$ cat config.mk
export PLATFORM = sky130hd
export DESIGN_NAME = obj_draw
export DESIGN_NICKNAME = d
export VERILOG_FILES = /design/src/obj_pkg.sv /design/src/obj_draw.sv
export SDC_FILE = /design/constraint.sdc
export NUM_CORES = 1
export LEC_CHECK = 0
export BUFFER_PORTS_ARGS = -buffer_cell sky130_fd_sc_hd__buf_4
export CAP_MARGIN = 20
export CORE_MARGIN = 2
export CORE_UTILIZATION = 50
export DETAILED_ROUTE_END_ITERATION = 10
export PLACE_DENSITY = 0.77
export SYNTH_ARGS = -nofsm -noshare
export SYNTH_HDL_FRONTEND = slang
export SYNTH_SLANG_ARGS = --single-unit
export TNS_END_PERCENT = 20
$ cat constraint.sdc
create_clock -name clk -period 6.3 [get_ports clk]
set_clock_uncertainty 0.05 [all_clocks]
set_input_delay 0 -clock clk [delete_from_list [all_inputs] [get_ports clk]]
set_output_delay 0 -clock clk [all_outputs]
set_load 0.1 [all_outputs]
$ cat src/obj_pkg.sv
// object engine package: field widths, vector typedefs, scanner and draw state enums
`default_nettype none

package obj_pkg;

    typedef logic [15:0] word_t;    // one table word: x, y, code or attr
    typedef logic [9:0]  taddr_t;   // object index, 1024 entries
    typedef logic [1:0]  widx_t;    // 0 x, 1 y, 2 code, 3 attr
    typedef logic [8:0]  vpos_t;    // line number
    typedef logic [8:0]  hpos_t;    // pixel column
    typedef logic [3:0]  tilen_t;   // tile count, tile index or sub-row
    typedef logic [2:0]  prio_t;
    typedef logic [1:0]  bank_t;
    typedef logic [3:0]  pix_t;     // 15 means transparent
    typedef logic [15:0] lbuf_t;    // {2'b0, prio, bank, pal[4:0], pix}
    typedef logic [21:0] romaddr_t; // 32-bit word address
    typedef logic [31:0] romdata_t; // 8 pixels, nibble 0 leftmost

    localparam lbuf_t lb_clear = 16'h000f;  // empty line buffer word

    typedef enum logic [2:0] {
        ss_idle, ss_fetch, ss_wait_rd, ss_check, ss_zone, ss_issue, ss_next_tile
    } scan_st_t;

    typedef enum logic [1:0] {ds_idle, ds_rom0, ds_rom1, ds_write} draw_st_t;

endpackage

`default_nettype wire
$ cat src/obj_draw.sv
// tile draw engine: two ROM word fetch, then 16 pixel writes to the line buffer
`default_nettype none

module obj_draw #(
    parameter int lb_aw = 9
) (
    input  wire              clk,
    input  wire              rst,
    input  wire              dr_start,
    input  wire obj_pkg::word_t   dr_code,
    input  wire obj_pkg::word_t   dr_attr,
    input  wire obj_pkg::hpos_t   dr_hpos,
    input  wire obj_pkg::prio_t   dr_prio,
    input  wire obj_pkg::bank_t   dr_bank,
    output logic             dr_idle,
    output logic             rom_cs,
    output obj_pkg::romaddr_t rom_addr,
    input  wire obj_pkg::romdata_t rom_data,
    output logic             lb_we,
    output logic [lb_aw-1:0] lb_addr,
    output obj_pkg::lbuf_t   lb_data
);
    obj_pkg::draw_st_t st;
    logic [63:0]       pix;     // current pixel in the top nibble
    obj_pkg::tilen_t   cnt;     // pixel index in the tile
    logic [lb_aw-1:0]  cur_x;
    logic [4:0]        pal;
    obj_pkg::prio_t    prio;
    obj_pkg::bank_t    bank;

    assign dr_idle = (st == obj_pkg::ds_idle);
    assign lb_we   = (st == obj_pkg::ds_write);
    assign lb_addr = cur_x;
    assign lb_data = {2'b00, prio, bank, pal, pix[63:60]};

    always_ff @(posedge clk or posedge rst) begin
        if (rst) begin
            st     <= obj_pkg::ds_idle;
            rom_cs <= 1'b0;
            cnt    <= '0;
        end else begin
            case (st)
                obj_pkg::ds_idle: if (dr_start) begin
                    st     <= obj_pkg::ds_rom0;
                    rom_cs <= 1'b1;
                end
                obj_pkg::ds_rom0: st <= obj_pkg::ds_rom1;  // second read, cs held
                obj_pkg::ds_rom1: begin
                    st     <= obj_pkg::ds_write;
                    rom_cs <= 1'b0;
                end
                default: begin
                    cnt <= cnt + 1'b1;
                    if (cnt == 4'd15 || (&cur_x)) begin  // tile done or line end
                        st  <= obj_pkg::ds_idle;
                        cnt <= '0;
                    end
                end
            endcase
        end
    end

    always_ff @(posedge clk) begin
        case (st)
            obj_pkg::ds_idle: if (dr_start) begin
                rom_addr <= {1'b0, dr_code, dr_attr[11:8], 1'b0};  // code*32 + vsub*2
                cur_x    <= dr_hpos[lb_aw-1:0];
                pal      <= dr_attr[4:0];
                prio     <= dr_prio;
                bank     <= dr_bank;
            end
            obj_pkg::ds_rom0: rom_addr[0] <= 1'b1;  // right half
            obj_pkg::ds_rom1: pix[63:32] <= rom_data;
            default: begin
                cur_x <= cur_x + 1'b1;
                // second word lands as the first pixel goes out
                pix <= (cnt == 4'd0) ? {pix[59:32], rom_data, 4'hf} : {pix[59:0], 4'hf};
            end
        endcase
    end

endmodule

`default_nettype wire

==> impl_metrics.ini <==
[sta]
maxSlewHeadroom_pct = 35.8
grt_setup_unrepaired = no
tightest_slew_ns = 0.960
setup_tns_ns = 0
period_share_pct = 38.9
fmaxAchievable_mhz = 408
maxSlewViolCount = 0
period_minus_slack_ns = 2.45
setup_viol = 0
finalHoldViolations = 0

[worst_setup_path]
rr_worst_depth = 6
endpoint_kind = flop
worstPathMaxFanout = 24
arrival_ns = 2.50
cp_data_required_time_ns = 6.35
criticalPathCategory = reg -> reg
startpoint_type = flop

[global_routing]
grt_usage_pct = 19.4
grt_pass1_wl_mm = 14.6
grt_pass1_vias = 3012
antenna_found_initial = 1
overflow = 0
grt_start_max_net_pins = 39

[floorplan]
start_util_pct = 51.7
core_area_um2 = 8720
die-height_um = 99.0
dieArea_um2 = 9790
num_io_pins = 131
num_rows = 34
die_x_um = 99.0

[pwr]
peakVddDrop_uv = 307
p_leak_nw = 2.51
power.total_mw = 2.84
powerDensity_nw_per_um2 = 442

[place]
gp_congestion = 0.778
hpwl_mm = 5.90
io_buffers = 120

[synthesis]
synth_cells = 272
synth_edf_count = 100
synth.avg_cell_area_um2 = 16.6
synthDistinctLibCells = 37
synth_top_area_share_pct = 66.6
yosysTopAreaCell = edfxtp_1
synth_seq_cells = 107
synth.area.top_cells = edfxtp_1, mux2_2, dfrtp_1
async_reset_ff_share_pct = 6.54
ys.flop_type = edfxtp_1
netlist_area_um2 = 4510
yosysWarnings = 0
ys_seq_area_share_pct = 70.5

[clock_network]
cts-buffers-inserted = 9
ctsLongestPathBuffers = 2
post-cts-setup-buffer-count = 0
clk-insertion-delay-late_ns = 0.36
cts.clk_slew.worst_paths_ns = 0.10
cts.sink_count = 107
cts_tree = built
htreeDepth = 3
cts_resized = 0
root_buffer = clkbuf_8

[route]
drc = 0
wirelength_mm = 9.34
routed_via_density = 5.00
via_count = 2896
drt_iter0_markers = 136
ant_nets = 0
drt_first_pass_iters = 4
wl_per_cell_um = 16.1

[hold_path]
hp-class = in -> async

[cells_and_area]
nNetsFinal = 555
syn2layout_area_growth_pct = 42.3
drive_gt1_share_pct = 41.7

[flow_run]
drv_cap = 0

[outcome]
status = complete, no violations
## metal layers
layer,vias up,track usage (%),part of all wire (%)
met5,-,0,0
met4,0,8.85,2.0
met3,15,2.98,3.7
met2,68,32.5,52
met1,1403,25.1,42
li1,1410,-,-
## worst max-delay path, stage by stage, from the launching register on
cell and delay [ns]:
dfrtp_1 0.41, inv_1 0.10, ha_1 0.18, nor3b_4 0.50, buf_4 0.43, mux2i_1 0.40
o21ai_1 0.10
## cell usage after synthesis (2+ instances only)
cell type    n
a21oi_1      2
nor2_1       5
ha_1         9
edfxtp_1   100
buf_2        5
buf_4        8
nand3_1      8
inv_1       10
o21ai_0     11
dfrtp_1      7
o21ai_1      4
xor2_1       2
mux2_2      54
nand2_1     12
buf_6        2
nand2b_1     5
o31a_1       2
a31oi_1      2
mux2i_1      6
## metrics by stage
stage               setup WS, ns  cells  instance area (um2)  util, %  hold WS [ns]
global route                3.74    579                 6420     73.6        0.0821
detailed placement          3.86    489                 5470     62.8       -0.0932
global placement            4.00    489                 5470     62.8        -0.102
finish                      3.85    579                 6420     73.6        0.0631
floorplan                   2.91    274                 4520        -        -0.247
CTS                         3.85    578                 6410     73.5        0.0572
## placed cells by master, fill, tap and decap left out, drive strengths merged, types with 2 or more instances in the layout
cell type and n:
buf 123, edfxtp 100, dlygate4sd3 73, mux2 54, o21ai 15, nand2 12
inv 12, clkbuf 9, ha 9, nand3 8, dfrtp 7, mux2i 6
nand2b 5, nor2 5, conb 3, a31oi 2, a21oi 2, o31a 2
xor2 2, clkinv 2, clkinvlp 2
## registers in the layout, indices dropped and copies added, names as in the netlist
| name | cells |
|---|---|
| bank | 2 |
| cnt | 4 |
| lb_addr | 9 |
| pal | 5 |
| pix | 60 |
| prio | 3 |
| rom_addr | 21 |
| rom_cs | 1 |
| st | 2 |
## final cells by class
cell class / instances / area, um2
timing repair buffer: 196 / 1650
sequential: 107 / 3180
fill: 532 / 2300
clock inverter: 7 / 85.1
antenna: 1 / 2.50
inverter: 10 / 37.5
multi-input combinational: 141 / 1200
clock buffer: 9 / 124
tap: 108 / 135
## repair_timing
action	in CTS	in global routing
hold buffers	73	0
endpoints found under the setup margin	0	0
endpoints found under the hold margin	109	0
## cell families (layout without fill, tap and decap cells)
family          after synthesis  count (layout)  synth area share (%)
flops                       107             107                  70.5
mux                          60              60                  14.8
simple gates                 39              39                  4.66
compound gates               27              27                  3.58
buf+inv                      26             222                  3.30
fa+ha+maj                     9               9                  2.50
xor+xnor                      3               3                 0.583
other cells                   1               4                0.0832
## report_power, final
| part | internal (mW) | switching [mW] | leakage, nW |
|---|---|---|---|
| Combinational | 0.411 | 0.760 | 1.37 |
| Clock | 0.191 | 0.245 | 0.0995 |
| Sequential | 1.13 | 0.104 | 1.04 |
| Total | 1.73 | 1.11 | 2.51 |
## worst paths after layout
path,start,end,slack (ns)
min reg2reg,rom_cs,rom_cs,0.47
min in group clk,dr_code[6],rom_addr[11],0.29
max in group asynchronous,rst,cnt[3],5.91
max reg2reg,cnt[0],pix[32],3.85
min,rst,rom_cs,0.06
max,cnt[0],pix[32],3.85
Note: power is estimated with default switching activity, not from simulation.
