`src/obj_pkg.sv`:
```
// object engine package: field widths, vector typedefs, scanner and draw state enums
`default_nettype none

package obj_pkg;

    typedef logic [15:0] word_t;    // one table word: x, y, code or attr
    typedef logic [9:0]  taddr_t;   // object index, 1024 entries
    typedef logic [1:0]  widx_t;    // 0 x, 1 y, 2 code, 3 attr
    typedef logic [8:0]  vpos_t;    // line number
    typedef logic [8:0]  hpos_t;    // pixel column
    typedef logic [3:0]  tilen_t;   // tile count, tile index or sub-row
    typedef logic [2:0]  prio_t;
    typedef logic [1:0]  bank_t;
    typedef logic [3:0]  pix_t;     // 15 means transparent
    typedef logic [15:0] lbuf_t;    // {2'b0, prio, bank, pal[4:0], pix}
    typedef logic [21:0] romaddr_t; // 32-bit word address
    typedef logic [31:0] romdata_t; // 8 pixels, nibble 0 leftmost

    localparam lbuf_t lb_clear = 16'h000f;  // empty line buffer word

    typedef enum logic [2:0] {
        ss_idle, ss_fetch, ss_wait_rd, ss_check, ss_zone, ss_issue, ss_next_tile
    } scan_st_t;

    typedef enum logic [1:0] {ds_idle, ds_rom0, ds_rom1, ds_write} draw_st_t;

endpackage

`default_nettype wire
```
`src/obj_scan.sv`:
```
// per-line object table walker with tile expansion and draw request issue
`default_nettype none

module obj_scan #(
    parameter int tbl_aw = 10
) (
    input  wire             clk,
    input  wire             rst,
    input  wire             line_start,
    input  wire             flip,
    input  wire obj_pkg::vpos_t  vrender,
    input  wire [9:0]       off_y,
    output obj_pkg::taddr_t table_addr,
    input  wire obj_pkg::word_t  table_x,
    input  wire obj_pkg::word_t  table_y,
    input  wire obj_pkg::word_t  table_code,
    input  wire obj_pkg::word_t  table_attr,
    input  wire             dr_idle,
    output logic            dr_start,
    output obj_pkg::word_t  dr_code,
    output obj_pkg::word_t  dr_attr,
    output obj_pkg::hpos_t  dr_hpos,
    output obj_pkg::prio_t  dr_prio,
    output obj_pkg::bank_t  dr_bank,
    output logic            scan_busy
);
    obj_pkg::scan_st_t st;
    obj_pkg::vpos_t    vrenderf;        // line as seen by the table, flip applied
    logic [9:0]        obj_y;
    logic [9:0]        eff_x;
    obj_pkg::tilen_t   n;               // tile column for the code
    obj_pkg::tilen_t   npos;            // tile column on screen
    obj_pkg::tilen_t   tile_m;
    obj_pkg::tilen_t   tile_n;
    obj_pkg::tilen_t   vsub;
    obj_pkg::word_t    code_mn;
    logic              zone_ok;
    logic              hflip;
    logic              last_entry;
    logic              take;

    assign tile_m     = table_attr[15:12];
    assign tile_n     = table_attr[11:8];
    assign hflip      = table_attr[5];
    assign eff_x      = table_x[9:0] + {2'b00, npos, 4'h0};
    assign last_entry = (table_addr[tbl_aw-1:0] == {tbl_aw{1'b1}});
    assign scan_busy  = (st != obj_pkg::ss_idle);
    assign take       = (st == obj_pkg::ss_zone) && zone_ok && dr_idle;

    obj_tile_match u_match (
        .clk      (clk),
        .obj_code (table_code),
        .tile_m   (tile_m),
        .tile_n   (tile_n),
        .n        (n),
        .vflip    (table_attr[6]),
        .vrenderf (vrenderf),
        .obj_y    (obj_y),
        .zone_ok  (zone_ok),
        .vsub     (vsub),
        .code_mn  (code_mn)
    );

    always_ff @(posedge clk or posedge rst) begin
        if (rst) begin
            st         <= obj_pkg::ss_idle;
            table_addr <= '0;
            dr_start   <= 1'b0;
            vrenderf   <= '0;
            obj_y      <= '0;
            n          <= '0;
            npos       <= '0;
        end else begin
            dr_start <= 1'b0;  // single cycle pulse
            case (st)
                obj_pkg::ss_fetch: st <= obj_pkg::ss_wait_rd;  // table read in flight
                obj_pkg::ss_wait_rd: begin
                    if (table_y[15] || (&table_attr[15:8])) begin
                        st <= obj_pkg::ss_idle;  // end marker
                    end else begin
                        obj_y <= table_y[9:0] - (table_attr[7] ? 10'd0 : off_y);
                        n     <= '0;
                        npos  <= hflip ? tile_n : 4'd0;  // rightmost first under hflip
                        st    <= obj_pkg::ss_check;
                    end
                end
                obj_pkg::ss_check: st <= obj_pkg::ss_zone;  // match registers here
                obj_pkg::ss_zone: begin
                    if (!zone_ok) begin
                        table_addr <= table_addr + 1'b1;
                        st         <= last_entry ? obj_pkg::ss_idle : obj_pkg::ss_fetch;
                    end else if (dr_idle) begin
                        dr_start <= ~eff_x[9];  // off the right edge, skip
                        st       <= obj_pkg::ss_issue;
                    end
                end
                obj_pkg::ss_issue: st <= obj_pkg::ss_next_tile;  // lets dr_idle drop
                obj_pkg::ss_next_tile: begin
                    if (n == tile_n) begin
                        table_addr <= table_addr + 1'b1;
                        st         <= last_entry ? obj_pkg::ss_idle : obj_pkg::ss_fetch;
                    end else begin
                        n    <= n + 1'b1;
                        npos <= hflip ? npos - 1'b1 : npos + 1'b1;
                        st   <= obj_pkg::ss_check;
                    end
                end
                default: st <= obj_pkg::ss_idle;
            endcase
            // new line wins over anything in progress
            if (line_start) begin
                st         <= obj_pkg::ss_fetch;
                table_addr <= '0;
                vrenderf   <= vrender ^ {1'b0, {8{flip}}};
            end
        end
    end

    always_ff @(posedge clk) begin
        if (take) begin
            dr_code <= code_mn;
            dr_attr <= {4'd0, vsub, table_attr[7:0]};
            dr_hpos <= eff_x[8:0] - 9'd1;
            dr_prio <= table_x[15:13];
            dr_bank <= table_y[14:13];
        end
    end

endmodule

`default_nettype wire

```
`src/obj_tile_match.sv`:
```
// vertical zone test, sub-row and per-tile code for one object tile
`default_nettype none

module obj_tile_match (
    input  wire             clk,
    input  wire obj_pkg::word_t  obj_code,
    input  wire obj_pkg::tilen_t tile_m,   // tile rows minus one
    input  wire obj_pkg::tilen_t tile_n,   // tile columns minus one
    input  wire obj_pkg::tilen_t n,        // current column
    input  wire             vflip,
    input  wire obj_pkg::vpos_t  vrenderf,
    input  wire [9:0]       obj_y,
    output logic            zone_ok,
    output obj_pkg::tilen_t vsub,
    output obj_pkg::word_t  code_mn
);
    logic [9:0]      row;      // line relative to object top
    logic            in_rows;
    obj_pkg::tilen_t m_raw;
    obj_pkg::tilen_t m_eff;

    assign row     = {1'b0, vrenderf} - obj_y;       // wraps mod 1024, negatives fail below
    assign m_raw   = row[7:4];
    assign in_rows = (row[9:8] == 2'b00) && (m_raw <= tile_m);
    assign m_eff   = vflip ? tile_m - m_raw : m_raw; // mirrored tile row

    always_ff @(posedge clk) begin
        zone_ok <= in_rows && (n <= tile_n);
        vsub    <= row[3:0] ^ {4{vflip}};
        // column adds into the low nibble only, row carries up from bit 4
        code_mn <= {obj_code[15:4] + {8'd0, m_eff}, obj_code[3:0] + n};
    end

endmodule

`default_nettype wire

```
`config.mk`:
```
export PLATFORM = sky130hd
export DESIGN_NAME = obj_scan
export DESIGN_NICKNAME = d
export VERILOG_FILES = /design/src/obj_pkg.sv /design/src/obj_scan.sv /design/src/obj_tile_match.sv
export SDC_FILE = /design/constraint.sdc
export NUM_CORES = 1
export LEC_CHECK = 0
export ABC_AREA = 0
export BUFFER_PORTS_ARGS = -buffer_cell sky130_fd_sc_hd__buf_2
export CAP_MARGIN = 20
export CORE_ASPECT_RATIO = 1.1
export CORE_MARGIN = 2
export CORE_UTILIZATION = 47
export CTS_CLUSTER_DIAMETER = 150
export DETAILED_ROUTE_END_ITERATION = 8
export GPL_TIMING_DRIVEN = 0
export HOLD_SLACK_MARGIN = 0.1
export PLACE_DENSITY = 0.72
export SYNTH_ARGS = -nofsm -noshare
export SYNTH_HDL_FRONTEND = slang
export SYNTH_HIERARCHICAL = 1
export SYNTH_SLANG_ARGS = --single-unit
```
`constraint.sdc`:
```
create_clock -name clk -period 6.8 [get_ports clk]
set_input_delay 1.36 -clock clk [delete_from_list [all_inputs] [get_ports clk]]
set_output_delay 1.36 -clock clk [all_outputs]
set_load 0.05 [all_outputs]
```
==> results.md, run 1 <==
* PostCTS Resize Cnt at 0
* Antenna-violating nets left at 0
* Pwr Total at 2.066 mW
* CP endpoint: u_match/code_mn[12]$_DFF_P_
* Synth Cell Area at 0.005603 mm^2
* PortBufs at 134
* Utilization after layout at 58.93%
* CP cell instances: inv_1 > ha_1 > fa_1 > nand2b_1 > nand2b_1 > a211oi_1 > nor2_1 > ha_1 > fa_1 > mux2i_1 > inv_1 > fa_1 > inv_1 > a21oi_1 > o21bai_1 > and3_1 > nand3_1 > xnor2_1
* Wire per inst at 13.60 um
* Setup TNS at 0 ns
* Max Slew Vio Count at 0
* Clk root buf: clkbuf_16
* Req. time, crit path at 7.04 ns
* Cell type with the largest total area after synthesis: edfxtp_1
* Drt via density at 5.134
* Simple-gate share of the synthesized area at 12.42%
* Final-stage net count at 818
* Routed vias at 4292
* Largest net degree at the start of global routing at 42
* Worst Max-Slew Pin Slew at 0.8808 ns
* Final setup vio count at 0
* Number of flops mapped to enable cells by yosys at 42
* Initial Util at 48.54%
* Worst vdd ir at 0.1250 mV
* LEAKAGE at 3.080 nW
* Total core area at 0.01154 mm^2
* Crit path depth at 18
* First-pass GRT wire length at 19.26 mm
* Crit Path Class: reg2reg
* Gr ovfl total at 0
* Worst clock skew at 0.004352 ns
* Initial antenna violation count at 0
* Post-synthesis register bit count at 104
* Max incr delay on CP at 0.43 ns
* Syn Inst Count at 528
* Adder-Cell Fraction of Synth Area at 11.88%
* Worst slew margin at 41.19%
* Top FF cell, synth: edfxtp_1
* Layout cells sized above 1 at 25.36%
* DRC Markers at 0
* Gr usage total at 18.81%
* Clock latency on the worst-skew pair at 0.34 ns
* Die width at 108.1 um
* FF-to-FF Start: vrenderf[0]$_DFFE_PP0P_
* Max Fclk at 0.2578 GHz
* Routed wire length at 11.37 mm
* Worst r2r path cells at 18
* Crit path DAT at 4.12 ns
* Num CTS Buffers at 9
* Avg Inst Size Synth at 10.61 um^2
* Final hold vios at 0
* Postcts setup bufs at 0
* Pre-antenna DRT Iters at 4
* Final period demand of the worst path at 3.879 ns
* CTS tree: built
* Crit end category: flip-flop
* Dpl ws at 2.903 ns
* Clock-pin slew on the worst setup and hold paths at 0.07 ns
* Std cell rows at 41
* Area Overhead vs Synth at 21.39%
* CP max stage cell: fa_1
* RSZ-0062 raised after global routing: false
* 1st-iter DRT viols at 172
* Largest family of logic cells by synthesized area: compound AO/OA/AOI/OAI gates
* Flop2flop setup slack at 2.92 ns
* Num ports at 146
* Sequential area share after synthesis at 48.33%
* Compound-cell area share of the yosys netlist at 12.89%
* # clock sinks at 104
* Yosys warning count at 6
* Status: complete, no violations
* Maxcap violations at 0
* Commonest non-fill, non-tap cell in the layout: buf_2
* Most frequent cells in the layout: buf_2 (135), inv_1 (45), ha_1 (42), edfxtp_1 (42), dfrtp_1 (41)
* CP Launch Type: flip-flop
* Multiplexer area fraction after synthesis at 1.139%
* Post-DP HPWL at 9.097 mm
* Distinct cell type count after synthesis at 54
* Vias in the first global route at 4325
* Post-synth ARST share at 39.42%
* Clock buffer depth at 2
* Area contributors post-synth: edfxtp_1 (23%), dfrtp_1 (18%), ha_1 (9.4%), dfxtp_1 (7.5%), xnor2_1 (5.9%)
* XOR/XNOR Fraction of Synth Area at 8.732%
* Diode count at 0
* Worst Path Buf+Inv at 3
* Tcrit/Tclk final at 57.05%
* Die area at 0.01281 mm^2
* Family with the most delay on the worst path: adder cells
* R2r endpoint: u_match/code_mn[12]$_DFF_P_
* PwrDens at 303.8 mW/mm^2
* Die Y-Extent at 118.5 um
* Final Worst Setup Slack at 2.921 ns
* GPL Wtd Cong at 0.8387
* CP Max Fanout at 3
* Top cell type's share of synthesized area at 22.51%
* Layout fillers at 1006
* Worst setup startpoint: vrenderf[0]$_DFFE_PP0P_
* H-tree depth at 3
* # hold bufs at CTS at 0
* Hold Path Class: reg2reg
==> routing by layer <==
| layer | global-route usage, % | vias up | routed length, um |
|---|---|---|---|
| met3 | 2.813 | 17 | 678 |
| met1 | 22.85 | 2004 | 4809 |
| met5 | 0 | - | 0 |
| li1 | - | 2145 | - |
| met4 | 8.173 | 0 | 230 |
| met2 | 32.74 | 126 | 5654 |
==> through the flow <==
stage	std cells	hold WS, ns	cell area, um^2
detailed placement	820	0.3887	6520
global route	836	0.4154	6802
CTS	836	0.4034	6802
finish	836	0.4032	6802
floorplan	531	0.3855	5614
global placement	815	0.3862	6472
==> power by group <==
group,internal [mW],switching (mW),total (mW)
clock,0.261,0.222,0.483
sequential,0.765,0.0518,0.817
combinational,0.346,0.421,0.767
total,1.37,0.695,2.07
==> worst reg2reg max path, stage by stage (launching register included) <==
cell	delay [ns]
dfrtp_1	0.35
inv_1	0.04
ha_1	0.21
fa_1	0.40
nand2b_1	0.20
nand2b_1	0.08
a211oi_1	0.06
nor2_1	0.17
ha_1	0.22
fa_1	0.42
mux2i_1	0.21
inv_1	0.09
fa_1	0.43
inv_1	0.08
a21oi_1	0.07
o21bai_1	0.29
and3_1	0.24
nand3_1	0.10
xnor2_1	0.13
==> cells in the mapped netlist, types with 3 or more instances <==
library cell / n
buf_4: 5
a31oi_1: 6
edfxtp_1: 42
mux2_2: 3
dfrtp_1: 41
dfxtp_1: 21
or4_1: 5
o21ai_0: 27
nor3_1: 4
and3_1: 3
nand4_1: 8
o21a_1: 3
nand3_1: 12
clkbuf_1: 7
xnor2_1: 38
a41oi_1: 3
nor4_1: 3
a21oi_1: 39
o31ai_1: 7
ha_1: 42
xor2_1: 16
a211oi_1: 3
fa_1: 7
a21o_1: 9
nor2b_1: 6
inv_1: 46
nand2b_1: 16
nor2_1: 32
o21bai_1: 4
mux2i_1: 3
nand2_1: 36
or3_1: 6
==> how the worst min path moves through the flow <==
stage	slack, ns	startpoint	end	depth (start not counted)
2_1_floorplan	0.39	u_match/vsub[2]$_DFF_P_	dr_attr[10]$_DFFE_PP_	0
3_3_place_gp	0.39	u_match/code_mn[15]$_DFF_P_	dr_code[15]$_DFFE_PP_	0
3_5_place_dp	0.39	u_match/code_mn[13]$_DFF_P_	dr_code[13]$_DFFE_PP_	0
4_1_cts	0.40	u_match/code_mn[13]$_DFF_P_	dr_code[13]$_DFFE_PP_	0
5_1_grt	0.42	u_match/code_mn[2]$_DFF_P_	dr_code[2]$_DFFE_PP_	0
6_report	0.40	u_match/code_mn[13]$_DFF_P_	dr_code[13]$_DFFE_PP_	0
==> final cells by class <==
cell class / instances / area, um^2 / share of cell area [%]
inverter: 46 / 172.7 / 2.539
sequential: 104 / 2708 / 39.81
timing repair buffer: 139 / 711.9 / 10.47
tap: 150 / 187.7 / 2.759
buffer: 16 / 82.58 / 1.214
clock inverter: 5 / 38.79 / 0.5703
clock buffer: 11 / 242.7 / 3.569
multi-input combinational: 365 / 2658 / 39.07
==> kinds of logic (layout without fill, tap and decap cells) <==
| group | after synthesis | count (layout) |
|---|---|---|
| AO/OA/AOI/OAI | 115 | 115 |
| other | 1 | 4 |
| flip-flops | 104 | 104 |
| AND/OR/NAND/NOR | 136 | 136 |
| multiplexers | 6 | 6 |
| XOR/XNOR | 55 | 55 |
| adder cells (fa/ha/maj) | 49 | 49 |
| buffers and inverters | 62 | 217 |
==> registers in the layout, indices dropped and copies added (netlist names), 4 cells and up <==
register / cells
u_match/code_mn: 16
vrenderf: 9
dr_hpos: 9
npos: 4
u_match/vsub: 4
n: 4
dr_attr: 12
table_addr: 10
dr_code: 16
obj_y: 10
Power figures use the tool's default switching activity.
==> inputs of run 2 (changes only) <==
- clock period: 6.8 -> 3.9 ns (I/O delays scaled with it)
==> results.md, run 2 (same netlist as run 1, synthesis figures left out) <==
* CP Max Fanout at 3
* Clock-pin slew on the worst setup and hold paths at 0.08 ns
* Req. time, crit path at 4.14 ns
* RSZ-0062 raised after global routing: false
* Num CTS Buffers at 9
* Die Y-Extent at 118.5 um
* Clock power share at 25.7%
* LEAKAGE at 3.116 nW
* Hold depth at 0
* Hold WS at 0.4044 ns
* Tcrit/Tclk final at 93.43%
* Commonest non-fill, non-tap cell in the layout: buf_2
* Biggest regs: dr_code (16), u_match/code_mn (16), dr_attr (12)
* Final hold vios at 0
* Setup TNS at 0 ns
* Final-stage net count at 819
* Clk root buf: clkbuf_16
* 1st-iter DRT viols at 128
* Crit Path Class: reg2reg
* Worst Path Buf+Inv at 3
* Area Overhead vs Synth at 22.89%
* # clock sinks at 104
* Sw Ratio at 32.63%
* Die area at 0.01281 mm^2
* Flop2flop setup slack at 0.26 ns
* Drt via density at 5.096
* Max Slew Vio Count at 0
* Worst vdd ir at 0.2798 mV
* Post-DP HPWL at 8.730 mm
* Final period demand of the worst path at 3.644 ns
* Hold endpoint: dr_code[0]$_DFFE_PP_
* Status: complete, no violations
* Routed vias at 4265
* First-pass GRT wire length at 18.63 mm
* Max Fclk at 0.2745 GHz
* H-tree depth at 3
* Net Sw Power at 1.247 mW
* CP max stage cell: fa_1
* Gr ovfl total at 0
* Hold Path Class: reg2reg
* R2r endpoint: u_match/code_mn[12]$_DFF_P_
* CTS tree: built
* Num ports at 146
* Maxcap violations at 0
* Int Pwr at 2.574 mW
* Die width at 108.1 um
* Routed wire length at 11.21 mm
* Worst Max-Slew Pin Slew at 0.9421 ns
* Layout cells sized above 1 at 26.20%
* Largest net degree at the start of global routing at 42
* GPL Wtd Cong at 0.8395
* Std cell rows at 41
* PortBufs at 134
* DRC Markers at 0
* Vias in the first global route at 4328
* Initial Util at 48.54%
* Most frequent cells in the layout: buf_2 (135), inv_1 (45), edfxtp_1 (42)
* Max incr delay on CP at 0.44 ns
* CP cell instances: inv_1 > ha_1 > fa_2 > nand2b_4 > nand2b_1 > a211oi_1 > nor2_1 > ha_2 > fa_1 > mux2i_1 > inv_1 > fa_1 > inv_1 > a21oi_1 > o21bai_2 > and3_4 > nand3_1 > xnor2_1
* Crit end category: flip-flop
* Seq pwr share at 37.2%
* Final setup vio count at 0
* Family with the most delay on the worst path: adder cells
* Most frequent cell on the critical path: inv_1
* PwrDens at 554.9 mW/mm^2
* Worst r2r path cells at 18
* Hold wc startpoint: u_match/code_mn[0]$_DFF_P_
* Worst slew margin at 36.93%
* Initial antenna violation count at 0
* Comb pwr share at 37.1%
* Clock buffer depth at 2
* Gr usage total at 18.09%
* Total core area at 0.01154 mm^2
* Wire per inst at 13.39 um
* CP Launch Type: flip-flop
* Antenna-violating nets left at 0
* Worst clock skew at 0.009347 ns
* FF-to-FF Start: vrenderf[0]$_DFFE_PP0P_
* Pre-antenna DRT Iters at 4
* Diode count at 0
* Clock latency on the worst-skew pair at 0.35 ns
* Crit path DAT at 3.88 ns
run 2: power groups by stage:
stage | sequential [mW] | clock [mW] | combinational, mW
after floorplan | 1.42 | 0 | 1.05
after global placement | 1.44 | 0 | 1.26
after detailed placement | 1.45 | 0 | 1.32
after CTS | 1.42 | 1.00 | 1.34
after global routing | 1.44 | 1.04 | 1.61
final | 1.42 | 0.981 | 1.42
run 2: layout make-up:
class / instances / area, um^2
fill: 972 / 4657
clock buffer: 10 / 229.0
tap: 150 / 187.7
sequential: 104 / 2708
multi-input combinational: 365 / 2688
inverter: 46 / 172.7
clock inverter: 6 / 95.09
buffer: 16 / 82.58
timing repair buffer: 140 / 723.2
run 2: worst max-delay path by stage:
stage / start / end / slack [ns] / cells past startpoint
after global placement: dr_idle / dr_start$_DFF_PP0_ / -0.88 / 3
after CTS: vrenderf[0]$_DFFE_PP0P_ / u_match/code_mn[12]$_DFF_P_ / 0.07 / 18
after floorplan: dr_idle / dr_attr[0]$_DFFE_PP_ / 0.27 / 1
after global routing: vrenderf[0]$_DFFE_PP0P_ / u_match/code_mn[12]$_DFF_P_ / 0.04 / 18
after detailed placement: vrenderf[0]$_DFFE_PP0P_ / u_match/code_mn[12]$_DFF_P_ / 0.10 / 18
final: vrenderf[0]$_DFFE_PP0P_ / u_match/code_mn[12]$_DFF_P_ / 0.26 / 18
run 2: stage by stage:
step	setup WS [ns]	utilization, %	cells	area [um^2]	total power [mW]
floorplan	0.2704	-	531	5620	2.470
global placement	-0.8838	56.13	815	6479	2.696
detailed placement	0.1021	56.40	817	6510	2.767
CTS	0.07089	59.21	833	6834	3.759
global route	0.04117	59.65	837	6885	4.096
finish	0.2563	59.65	837	6885	3.821
run 2: repair_timing:
item                       4_1_cts  5_1_grt
setup endpoints to repair        0        3
hold buffers                     0        0
gates resized for setup          0        5
buffers inserted                 0        4
run 2: routing by layer:
layer / vias up / wire length [um] / global-route usage (%)
met5: - / 0 / 0
met4: 0 / 180 / 6.891
met3: 12 / 739 / 3.861
met2: 133 / 5539 / 32.31
met1: 1960 / 4746 / 20.92
li1: 2160 / - / -
run 2: worst register-to-register path, cell delays in order, from the launching register on:
cell	delay (ns)
dfrtp_1	0.35
inv_1	0.05
ha_1	0.22
fa_2	0.36
nand2b_4	0.17
nand2b_1	0.07
a211oi_1	0.06
nor2_1	0.18
ha_2	0.22
fa_1	0.40
mux2i_1	0.18
inv_1	0.08
fa_1	0.44
inv_1	0.07
a21oi_1	0.08
o21bai_2	0.19
and3_4	0.21
nand3_1	0.09
xnor2_1	0.12
